`src/design/core_pkg.sv`:
```
`default_nettype none

package core_pkg;

  ////////////////////////////////////////////////////////////
  // widths and reset address
  ////////////////////////////////////////////////////////////

  localparam int xlen       = 32;
  localparam int reg_addr_w = 5;

  localparam logic [xlen-1:0] reset_pc = 32'h0000_0000;

  ////////////////////////////////////////////////////////////
  // encodings
  ////////////////////////////////////////////////////////////

  // major opcodes of the kept instruction set
  typedef enum logic [6:0] {
    opc_op     = 7'b0110011,
    opc_op_imm = 7'b0010011,
    opc_lui    = 7'b0110111,
    opc_jal    = 7'b1101111,
    opc_branch = 7'b1100011
  } opcode_e;

  // add is zero so a cleared ctrl_t is a harmless add
  typedef enum logic [3:0] {
    alu_add    = 4'd0,
    alu_sub    = 4'd1,
    alu_and    = 4'd2,
    alu_or     = 4'd3,
    alu_xor    = 4'd4,
    alu_slt    = 4'd5,
    alu_sll    = 4'd6,
    alu_srl    = 4'd7,
    alu_pass_b = 4'd8
  } alu_op_e;

  ////////////////////////////////////////////////////////////
  // stage records
  ////////////////////////////////////////////////////////////

  typedef struct packed {
    alu_op_e alu_op;
    logic    src_b_imm;
    logic    we;
    logic    jal;
    logic    branch;
    logic    bne;
  } ctrl_t;

  typedef struct packed {
    logic            valid;
    logic [xlen-1:0] pc;
    logic [xlen-1:0] insn;
  } if_id_t;

  typedef struct packed {
    logic                  valid;
    logic [xlen-1:0]       pc;
    logic [xlen-1:0]       insn;
    ctrl_t                 ctrl;
    logic [reg_addr_w-1:0] rs1_addr;
    logic [reg_addr_w-1:0] rs2_addr;
    logic [reg_addr_w-1:0] rd_addr;
    logic [xlen-1:0]       rs1_data;
    logic [xlen-1:0]       rs2_data;
    logic [xlen-1:0]       imm;
  } id_ex_t;

  // one record per completed instruction
  typedef struct packed {
    logic                  valid;
    logic [xlen-1:0]       pc;
    logic [xlen-1:0]       insn;
    logic [reg_addr_w-1:0] rd_addr;
    logic [xlen-1:0]       rd_wdata;
  } retire_t;

endpackage

`default_nettype wire
```
`src/design/rv_core.sv`:
```
`default_nettype none
`timescale 1ns/100ps

module rv_core (
  input  logic                       CLK,
  input  logic                       RST,
  output logic [core_pkg::xlen-1:0]  fetch_adr_o,
  input  logic [core_pkg::xlen-1:0]  fetch_dat_i,
  output core_pkg::retire_t          retire_o
);
  import core_pkg::*;

  // stage records
  if_id_t if_id;
  id_ex_t id_ex;

  // control flow change resolved in execute
  logic            redirect;
  logic [xlen-1:0] target;

  ////////////////////////////////////////////////////////////
  // fetch
  ////////////////////////////////////////////////////////////

  fetch_stage fetch_stage_inst (
    .CLK         (CLK),
    .RST         (RST),
    .redirect_i  (redirect),
    .target_i    (target),
    .fetch_adr_o (fetch_adr_o),
    .fetch_dat_i (fetch_dat_i),
    .if_id_o     (if_id)
  );

  ////////////////////////////////////////////////////////////
  // decode
  ////////////////////////////////////////////////////////////

  // the retirement record doubles as the register write port
  decode_stage decode_stage_inst (
    .CLK     (CLK),
    .RST     (RST),
    .if_id_i (if_id),
    .flush_i (redirect),
    .wb_i    (retire_o),
    .id_ex_o (id_ex)
  );

  ////////////////////////////////////////////////////////////
  // execute and writeback
  ////////////////////////////////////////////////////////////

  execute_stage execute_stage_inst (
    .CLK        (CLK),
    .RST        (RST),
    .id_ex_i    (id_ex),
    .redirect_o (redirect),
    .target_o   (target),
    .retire_o   (retire_o)
  );

endmodule

`default_nettype wire

```
`src/design/execute_stage.sv`:
```
`default_nettype none
`timescale 1ns/100ps

module execute_stage (
  input  logic                      CLK,
  input  logic                      RST,
  input  core_pkg::id_ex_t          id_ex_i,
  output logic                      redirect_o,
  output logic [core_pkg::xlen-1:0] target_o,
  output core_pkg::retire_t         retire_o
);
  import core_pkg::*;

  logic [xlen-1:0] src_a;
  logic [xlen-1:0] rs2_val;
  logic [xlen-1:0] src_b;
  logic [xlen-1:0] alu_res;
  logic [xlen-1:0] result;
  logic            taken;

  ////////////////////////////////////////////////////////////
  // operand forwarding from the writeback register
  ////////////////////////////////////////////////////////////

  function automatic logic [xlen-1:0] forward(input retire_t wb,
                                              input logic [reg_addr_w-1:0] idx,
                                              input logic [xlen-1:0] data);
    if (wb.valid && (idx != '0) && (idx == wb.rd_addr)) begin
      return wb.rd_wdata;
    end
    return data;
  endfunction

  assign src_a   = forward(retire_o, id_ex_i.rs1_addr, id_ex_i.rs1_data);
  assign rs2_val = forward(retire_o, id_ex_i.rs2_addr, id_ex_i.rs2_data);
  assign src_b   = id_ex_i.ctrl.src_b_imm ? id_ex_i.imm : rs2_val;

  ////////////////////////////////////////////////////////////
  // alu and branch resolution
  ////////////////////////////////////////////////////////////

  always_comb begin
    case (id_ex_i.ctrl.alu_op)
      alu_add:    alu_res = src_a + src_b;
      alu_sub:    alu_res = src_a - src_b;
      alu_and:    alu_res = src_a & src_b;
      alu_or:     alu_res = src_a | src_b;
      alu_xor:    alu_res = src_a ^ src_b;
      alu_slt:    alu_res = xlen'($signed(src_a) < $signed(src_b));
      alu_sll:    alu_res = src_a << src_b[4:0];
      alu_srl:    alu_res = src_a >> src_b[4:0];
      alu_pass_b: alu_res = src_b;
      default:    alu_res = src_a + src_b;
    endcase
  end

  // bne flips the sense of the equality test
  assign taken = id_ex_i.ctrl.branch && ((src_a == rs2_val) ^ id_ex_i.ctrl.bne);

  assign redirect_o = id_ex_i.valid && (id_ex_i.ctrl.jal || taken);
  assign target_o   = id_ex_i.pc + id_ex_i.imm;

  // jal links the return address
  assign result = id_ex_i.ctrl.jal ? id_ex_i.pc + xlen'(4) : alu_res;

  // writeback register, also the retirement trace
  always_ff @(posedge CLK) begin
    if (RST) begin
      retire_o <= '0;
    end else begin
      retire_o <= '{
        valid:    id_ex_i.valid,
        pc:       id_ex_i.pc,
        insn:     id_ex_i.insn,
        rd_addr:  id_ex_i.rd_addr,
        rd_wdata: (id_ex_i.rd_addr != '0) ? result : '0
      };
    end
  end

endmodule

`default_nettype wire

```
`src/design/decode_stage.sv`:
```
`default_nettype none
`timescale 1ns/100ps

module decode_stage (
  input  logic              CLK,
  input  logic              RST,
  input  core_pkg::if_id_t  if_id_i,
  input  logic              flush_i,
  input  core_pkg::retire_t wb_i,
  output core_pkg::id_ex_t  id_ex_o
);
  import core_pkg::*;

  logic [2:0]            funct3;
  logic                  funct7b5;
  logic [reg_addr_w-1:0] rs1_addr;
  logic [reg_addr_w-1:0] rs2_addr;
  logic [reg_addr_w-1:0] rd_addr;
  logic [xlen-1:0]       rs1_data;
  logic [xlen-1:0]       rs2_data;
  logic [xlen-1:0]       imm_i;
  logic [xlen-1:0]       imm_u;
  logic [xlen-1:0]       imm_b;
  logic [xlen-1:0]       imm_j;
  logic [xlen-1:0]       imm;
  ctrl_t                 ctrl;

  ////////////////////////////////////////////////////////////
  // fields and immediates
  ////////////////////////////////////////////////////////////

  assign funct3   = if_id_i.insn[14:12];
  assign funct7b5 = if_id_i.insn[30];
  assign rs1_addr = if_id_i.insn[19:15];
  assign rs2_addr = if_id_i.insn[24:20];

  assign imm_i = {{20{if_id_i.insn[31]}}, if_id_i.insn[31:20]};
  assign imm_u = {if_id_i.insn[31:12], 12'b0};
  assign imm_b = {{19{if_id_i.insn[31]}}, if_id_i.insn[31], if_id_i.insn[7],
                  if_id_i.insn[30:25], if_id_i.insn[11:8], 1'b0};
  assign imm_j = {{11{if_id_i.insn[31]}}, if_id_i.insn[31], if_id_i.insn[19:12],
                  if_id_i.insn[20], if_id_i.insn[30:21], 1'b0};

  ////////////////////////////////////////////////////////////
  // control decode
  ////////////////////////////////////////////////////////////

  // anything not recognised stays a cleared ctrl_t, i.e. a nop
  always_comb begin
    ctrl = '0;
    imm  = imm_i;
    case (if_id_i.insn[6:0])
      opc_op: begin
        ctrl.we = 1'b1;
        case (funct3)
          3'b000:  ctrl.alu_op = funct7b5 ? alu_sub : alu_add;
          3'b001:  ctrl.alu_op = alu_sll;
          3'b010:  ctrl.alu_op = alu_slt;
          3'b100:  ctrl.alu_op = alu_xor;
          3'b101:  ctrl.alu_op = alu_srl;
          3'b110:  ctrl.alu_op = alu_or;
          3'b111:  ctrl.alu_op = alu_and;
          default: ctrl.we = 1'b0;
        endcase
      end
      opc_op_imm: begin
        ctrl.we        = 1'b1;
        ctrl.src_b_imm = 1'b1;
        case (funct3)
          3'b000:  ctrl.alu_op = alu_add;
          3'b010:  ctrl.alu_op = alu_slt;
          3'b100:  ctrl.alu_op = alu_xor;
          3'b110:  ctrl.alu_op = alu_or;
          3'b111:  ctrl.alu_op = alu_and;
          default: ctrl.we = 1'b0;
        endcase
      end
      opc_lui: begin
        ctrl.we        = 1'b1;
        ctrl.src_b_imm = 1'b1;
        ctrl.alu_op    = alu_pass_b;
        imm            = imm_u;
      end
      opc_jal: begin
        ctrl.we  = 1'b1;
        ctrl.jal = 1'b1;
        imm      = imm_j;
      end
      opc_branch: begin
        // beq and bne only
        ctrl.branch = (funct3[2:1] == 2'b00);
        ctrl.bne    = funct3[0];
        imm         = imm_b;
      end
      default: ;
    endcase
  end

  // no write means rd x0
  assign rd_addr = ctrl.we ? if_id_i.insn[11:7] : '0;

  regfile regfile_inst (
    .CLK        (CLK),
    .RST        (RST),
    .rs1_addr_i (rs1_addr),
    .rs2_addr_i (rs2_addr),
    .rd_addr_i  (wb_i.rd_addr),
    .rd_data_i  (wb_i.rd_wdata),
    .rd_we_i    (wb_i.valid),
    .rs1_data_o (rs1_data),
    .rs2_data_o (rs2_data)
  );

  // decode/execute register
  always_ff @(posedge CLK) begin
    if (RST || flush_i) begin
      id_ex_o.valid <= 1'b0;
    end else begin
      id_ex_o <= '{
        valid:    if_id_i.valid,
        pc:       if_id_i.pc,
        insn:     if_id_i.insn,
        ctrl:     ctrl,
        rs1_addr: rs1_addr,
        rs2_addr: rs2_addr,
        rd_addr:  rd_addr,
        rs1_data: rs1_data,
        rs2_data: rs2_data,
        imm:      imm
      };
    end
  end

endmodule

`default_nettype wire

```
`src/design/fetch_stage.sv`:
```
`default_nettype none
`timescale 1ns/100ps

module fetch_stage (
  input  logic                      CLK,
  input  logic                      RST,
  input  logic                      redirect_i,
  input  logic [core_pkg::xlen-1:0] target_i,
  output logic [core_pkg::xlen-1:0] fetch_adr_o,
  input  logic [core_pkg::xlen-1:0] fetch_dat_i,
  output core_pkg::if_id_t          if_id_o
);
  import core_pkg::*;

  logic [xlen-1:0] pc_q;
  // address whose word arrives on fetch_dat_i this cycle
  logic [xlen-1:0] adr_q;
  logic            adr_valid_q;

  // a redirect reuses the current fetch slot for the target
  assign fetch_adr_o = redirect_i ? target_i : pc_q;

  always_ff @(posedge CLK) begin
    if (RST) begin
      pc_q        <= reset_pc;
      adr_valid_q <= 1'b0;
    end else begin
      pc_q        <= fetch_adr_o + xlen'(4);
      adr_valid_q <= 1'b1;
    end
  end

  always_ff @(posedge CLK) begin
    adr_q <= fetch_adr_o;
  end

  // fetch/decode register, word captured as it arrives
  always_ff @(posedge CLK) begin
    if (RST || redirect_i) begin
      if_id_o.valid <= 1'b0;
    end else begin
      if_id_o <= '{
        valid: adr_valid_q,
        pc:    adr_q,
        insn:  fetch_dat_i
      };
    end
  end

endmodule

`default_nettype wire

```
`src/design/regfile.sv`:
```
`default_nettype none
`timescale 1ns/100ps

module regfile (
  input  logic                            CLK,
  input  logic                            RST,
  input  logic [core_pkg::reg_addr_w-1:0] rs1_addr_i,
  input  logic [core_pkg::reg_addr_w-1:0] rs2_addr_i,
  input  logic [core_pkg::reg_addr_w-1:0] rd_addr_i,
  input  logic [core_pkg::xlen-1:0]       rd_data_i,
  input  logic                            rd_we_i,
  output logic [core_pkg::xlen-1:0]       rs1_data_o,
  output logic [core_pkg::xlen-1:0]       rs2_data_o
);
  import core_pkg::*;

  // x0 has no storage
  logic [xlen-1:0] regs_q [1:31];
  logic            wr_en;

  assign wr_en = rd_we_i && (rd_addr_i != '0);

  always_ff @(posedge CLK) begin
    if (RST) begin
      for (int i = 1; i < 32; i++) begin
        regs_q[i] <= '0;
      end
    end else if (wr_en) begin
      regs_q[rd_addr_i] <= rd_data_i;
    end
  end

  // write-through so decode sees this cycle's writeback
  function automatic logic [xlen-1:0] read_port(input logic [reg_addr_w-1:0] addr);
    if (addr == '0) begin
      return '0;
    end
    if (wr_en && (addr == rd_addr_i)) begin
      return rd_data_i;
    end
    return regs_q[addr];
  endfunction

  always_comb begin
    rs1_data_o = read_port(rs1_addr_i);
    rs2_data_o = read_port(rs2_addr_i);
  end

endmodule

`default_nettype wire

```
`config.mk`:
```
export PLATFORM = sky130hd
export DESIGN_NAME = rv_core
export DESIGN_NICKNAME = d
export VERILOG_FILES = /design/src/design/core_pkg.sv /design/src/design/rv_core.sv /design/src/design/execute_stage.sv /design/src/design/decode_stage.sv /design/src/design/fetch_stage.sv /design/src/design/regfile.sv
export SDC_FILE = /design/constraint.sdc
export NUM_CORES = 2
export LEC_CHECK = 0
export BUFFER_PORTS_ARGS = -buffer_cell sky130_fd_sc_hd__buf_4
export CELL_PAD_IN_SITES_DETAIL_PLACEMENT = 1
export CELL_PAD_IN_SITES_GLOBAL_PLACEMENT = 1
export CORE_UTILIZATION = 31
export DETAILED_ROUTE_END_ITERATION = 8
export PLACE_DENSITY = 0.53
export SETUP_SLACK_MARGIN = 0.1
export SLEW_MARGIN = 40
export SYNTH_ARGS = -nofsm -noshare
export SYNTH_HDL_FRONTEND = slang
export SYNTH_SLANG_ARGS = --single-unit
```
`constraint.sdc`:
```
create_clock -name CLK -period 6.1 [get_ports CLK]
set_input_delay 0.61 -clock CLK [delete_from_list [all_inputs] [get_ports CLK]]
set_output_delay 0.61 -clock CLK [all_outputs]
set_load 0.05 [all_outputs]
```
==> impl_results.md <==
* Status: finished clean
* Reg2Reg Depth at 21
* Most frequent cells in the layout: 1260 x edfxtp_1, 1020 x and2_1, 641 x mux4_2
* Via count at 56.3k
* Min-delay src: fetch_dat_i[24]
* Vias in the first global route at 58.5k
* Reg2Reg Setup Slack at 0.36 ns
* Synth Register Bits at 1439
* Setup TNS at 0 ns
* Residual DRC count at 0
* IO Count at 168
* Worst R2R Start: execute_stage_inst.retire_o[33]$_SDFF_PP0_
* Maximum VDD drop at 0.000286 V
* Syn. warnings at 0
* Synth area leaders: edfxtp_1 47%, mux4_2 18%, and2_1 7.9%, dfxtp_1 4.4%, mux2i_1 2.6%
* Fin. max-slew vios at 0
* CTS tree: yes
* Layout cells sized above 1 at 24.5%
* CP max FO at 42
* Layout filler cell count at 27.0k
* Gr usage total at 24.7%
* Synthesized area per cell at 13.2 sq um
* Row Count at 187
* Initial Utilization at 31.2%
* Crit. End Element: output port
* CP Class: reg -> out
* Global-route wire length before repair at 462000 um
* Gr ovfl total at 0
* Number of library cell types mapped by synthesis at 85
* Least-Margin Pin Slew at 0.829 ns
* Final hold violations at 0
* Synth top area share at 46.7%
* Leakage at 34.2 nW
* Clock Root Buffer: clkbuf_16
* Inserted Clock Buffers at 170
* Clock Tree Buf Depth at 3
* Skew-Pair Late Insertion Delay at 0.84 ns
* RSZ-0062 raised after global routing: no
* Worst hold endpoint: fetch_stage_inst.if_id_o[24]$_DFFE_PN_
* Routed WL at 330000 um
* Hold Crit Class: in -> reg
* Gp weighted congestion at 0.943
* Async SR Flop Fraction at 0%
* Synth area leader: edfxtp_1
* Skew final at 0.109 ns
* Sequential cell area fraction in the yosys report at 51.2%
* Worst Path Arrival at 5.18 ns
* Period minus WS final at 5.79 ns
* IO buf count at 167
* HPWL after DPL at 223000 um
* Reg-to-reg endpoint: execute_stage_inst.retire_o[27]$_SDFF_PP0_
* Wire per inst at 33.5 um
* Vias per cell at 5.71
* Worst EP required at 5.49 ns
* DIE WIDTH at 513 um
* P per Cell Area at 300 mW/mm^2
* Fmax at 173 MHz
* Hold Path Depth at 1
* NumNets Final at 6461
* Die area at 0.263 sq mm
* Sink Count at 1439
* H-tree levels at 4
* DR iter-0 viols at 5648
* Final hold slack at 0.103 ns
* Core Region at 0.260 sq mm
* Number of enable flip-flop cells after synthesis at 1260
* Mapped cell area at 0.0810 sq mm
* Post-route ant nets at 0
* Commonest non-fill, non-tap cell in the layout: edfxtp_1
* Antenna violations before repair at 19
* CP startpoint kind: register
* Cells after Synth at 6130
* Tcrit/Tclk final at 94.9%
* Die height at 513 um
* Max-capacitance violation count at 0
* Worst slew margin at 43.1%
* Clk pin slew, worst setup/hold paths at 0.06 ns
* Largest net degree at the start of global routing at 61
* Layout area overhead at 16.2%
* Top FF cell, synth: edfxtp_1
* Final setup viols at 0
* TritonRoute pass-1 iters at 5
==> cells by family (layout without fill, tap and decap cells) <==
kind of cell / after synthesis / count (layout) / synth area share [%]
and+or+nand+nor: 1952 / 1952 / 13.6
DFF: 1439 / 1439 / 51.2
AOI/OAI and AO/OA: 926 / 927 / 7.72
muxes: 894 / 894 / 21.0
buffers and inverters: 681 / 955 / 3.25
adders and majority gates: 132 / 132 / 2.06
xor gates and xnor gates: 105 / 105 / 1.14
other: 1 / 39 / 0.00463
==> power by group <==
part           leakage, nW  total, mW  internal (mW)  switching, mW
sequential            14.4       11.7           11.2          0.490
combinational         17.2       6.36           2.30           4.06
clock                 2.67       10.2           5.68           4.51
==> state kept, by name, summed over array words and instances, names as in the netlist, named ones only <==
register,count
fetch_stage_inst.adr_q,32
fetch_stage_inst.pc_q,32
fetch_stage_inst.adr_valid_q,1
fetch_stage_inst.if_id_o,65
execute_stage_inst.retire_o,102
decode_stage_inst.regfile_inst.regs_q,1024
decode_stage_inst.id_ex_o,173
==> through the flow <==
| stage | total power [mW] | util, % | std cells | cell area, sq um | setup WS, ns |
|---|---|---|---|---|---|
| floorplan | 15.4 | - | 6161 | 81100 | 0.291 |
| global route | 29.1 | 36.2 | 9840 | 94100 | 0.111 |
| finish | 28.3 | 36.2 | 9845 | 94100 | 0.314 |
| detailed placement | 18.2 | 33.9 | 9489 | 88100 | 0.111 |
| CTS | 28.4 | 36.2 | 9833 | 93900 | 0.0702 |
| global placement | 18.1 | 33.8 | 9476 | 87800 | 0.236 |
==> critical path, stage by stage, from the launching register on <==
cell and delay [ns]:
dfxtp_1 0.31, or3_1 0.55, o311a_4 0.48, buf_12 0.20, and3_1 0.19, o211ai_1 0.18
nand4b_1 0.17, nor4_1 0.37, buf_4 0.18, and4_4 0.28, mux2i_4 0.33, nand2_2 0.14
buf_6 0.29, mux2i_1 0.33, inv_1 0.17, buf_4 0.22
==> cell type report <==
cell class,count,area [sq um],share of cell area (%)
diodes,7,17.5,0.0186
clock buffers,218,4510,4.80
clock inverters,95,1000,1.07
inverters,126,474,0.504
multi-input cells,4042,37900,40.3
flip-flops and latches,1439,41500,44.0
well taps,3402,4260,4.52
repair buffers,516,4450,4.73
==> worst max path at each step <==
stage | start | end | slack (ns) | depth (start not counted)
5_1_grt | execute_stage_inst.retire_o[33]$_SDFF_PP0_ | fetch_adr_o[16] | 0.11 | 16
6_report | execute_stage_inst.retire_o[34]$_SDFF_PP0_ | fetch_adr_o[16] | 0.31 | 15
4_1_cts | execute_stage_inst.retire_o[34]$_SDFF_PP0_ | fetch_adr_o[15] | 0.07 | 15
3_5_place_dp | decode_stage_inst.id_ex_o[107]$_DFFE_PN_ | fetch_stage_inst.pc_q[26]$_SDFF_PP0_ | 0.11 | 20
3_3_place_gp | execute_stage_inst.retire_o[34]$_SDFF_PP0_ | fetch_stage_inst.pc_q[24]$_SDFF_PP0_ | 0.24 | 20
2_1_floorplan | execute_stage_inst.retire_o[32]$_SDFF_PP0_ | fetch_stage_inst.pc_q[26]$_SDFF_PP0_ | 0.29 | 22
==> routing by layer <==
| metal | vias to the layer above | part of all wire, % | GRT usage, % |
|---|---|---|---|
| met4 | 4 | 3.0 | 7.12 |
| met5 | - | 0.0067 | 0 |
| met2 | 1836 | 49 | 41.9 |
| met3 | 426 | 5.3 | 3.48 |
| li1 | 23700 | - | - |
| met1 | 30300 | 42 | 32.8 |
==> what timing repair did <==
item	in CTS	in global routing
pin swaps	0	2
buffers inserted	0	2
endpoints found under the hold margin	33	0
resized for setup	4	21
gates cloned	0	1
endpoints found under the setup margin	27	31
hold buffers	31	0
==> cells in the mapped netlist (10+ instances only) <==
cell type,n
o31ai_1,32
nor2b_1,88
and3_1,43
o211ai_1,52
xor2_1,36
buf_1,76
clkbuf_1,446
a21boi_0,11
a211oi_1,116
edfxtp_1,1260
o21a_1,25
dfxtp_1,179
a21o_1,53
a2111oi_0,10
o21bai_1,27
a211o_1,23
nor3_1,53
buf_2,25
nand2_1,190
xnor2_1,69
ha_1,130
and4_1,27
o22ai_1,15
a221o_1,11
nand4_1,38
a21boi_1,10
or3_1,14
inv_1,121
o221ai_1,24
a31oi_1,15
nand4b_1,13
a221oi_1,47
nor4_1,15
and2_1,1020
a21oi_1,197
o21ai_0,177
or4_1,11
nand3_1,92
nand2b_1,31
mux4_2,641
or2_2,19
mux2i_1,210
o31a_1,25
mux2_2,41
nor2_1,270
Note: power is estimated with default switching activity, not from simulation.
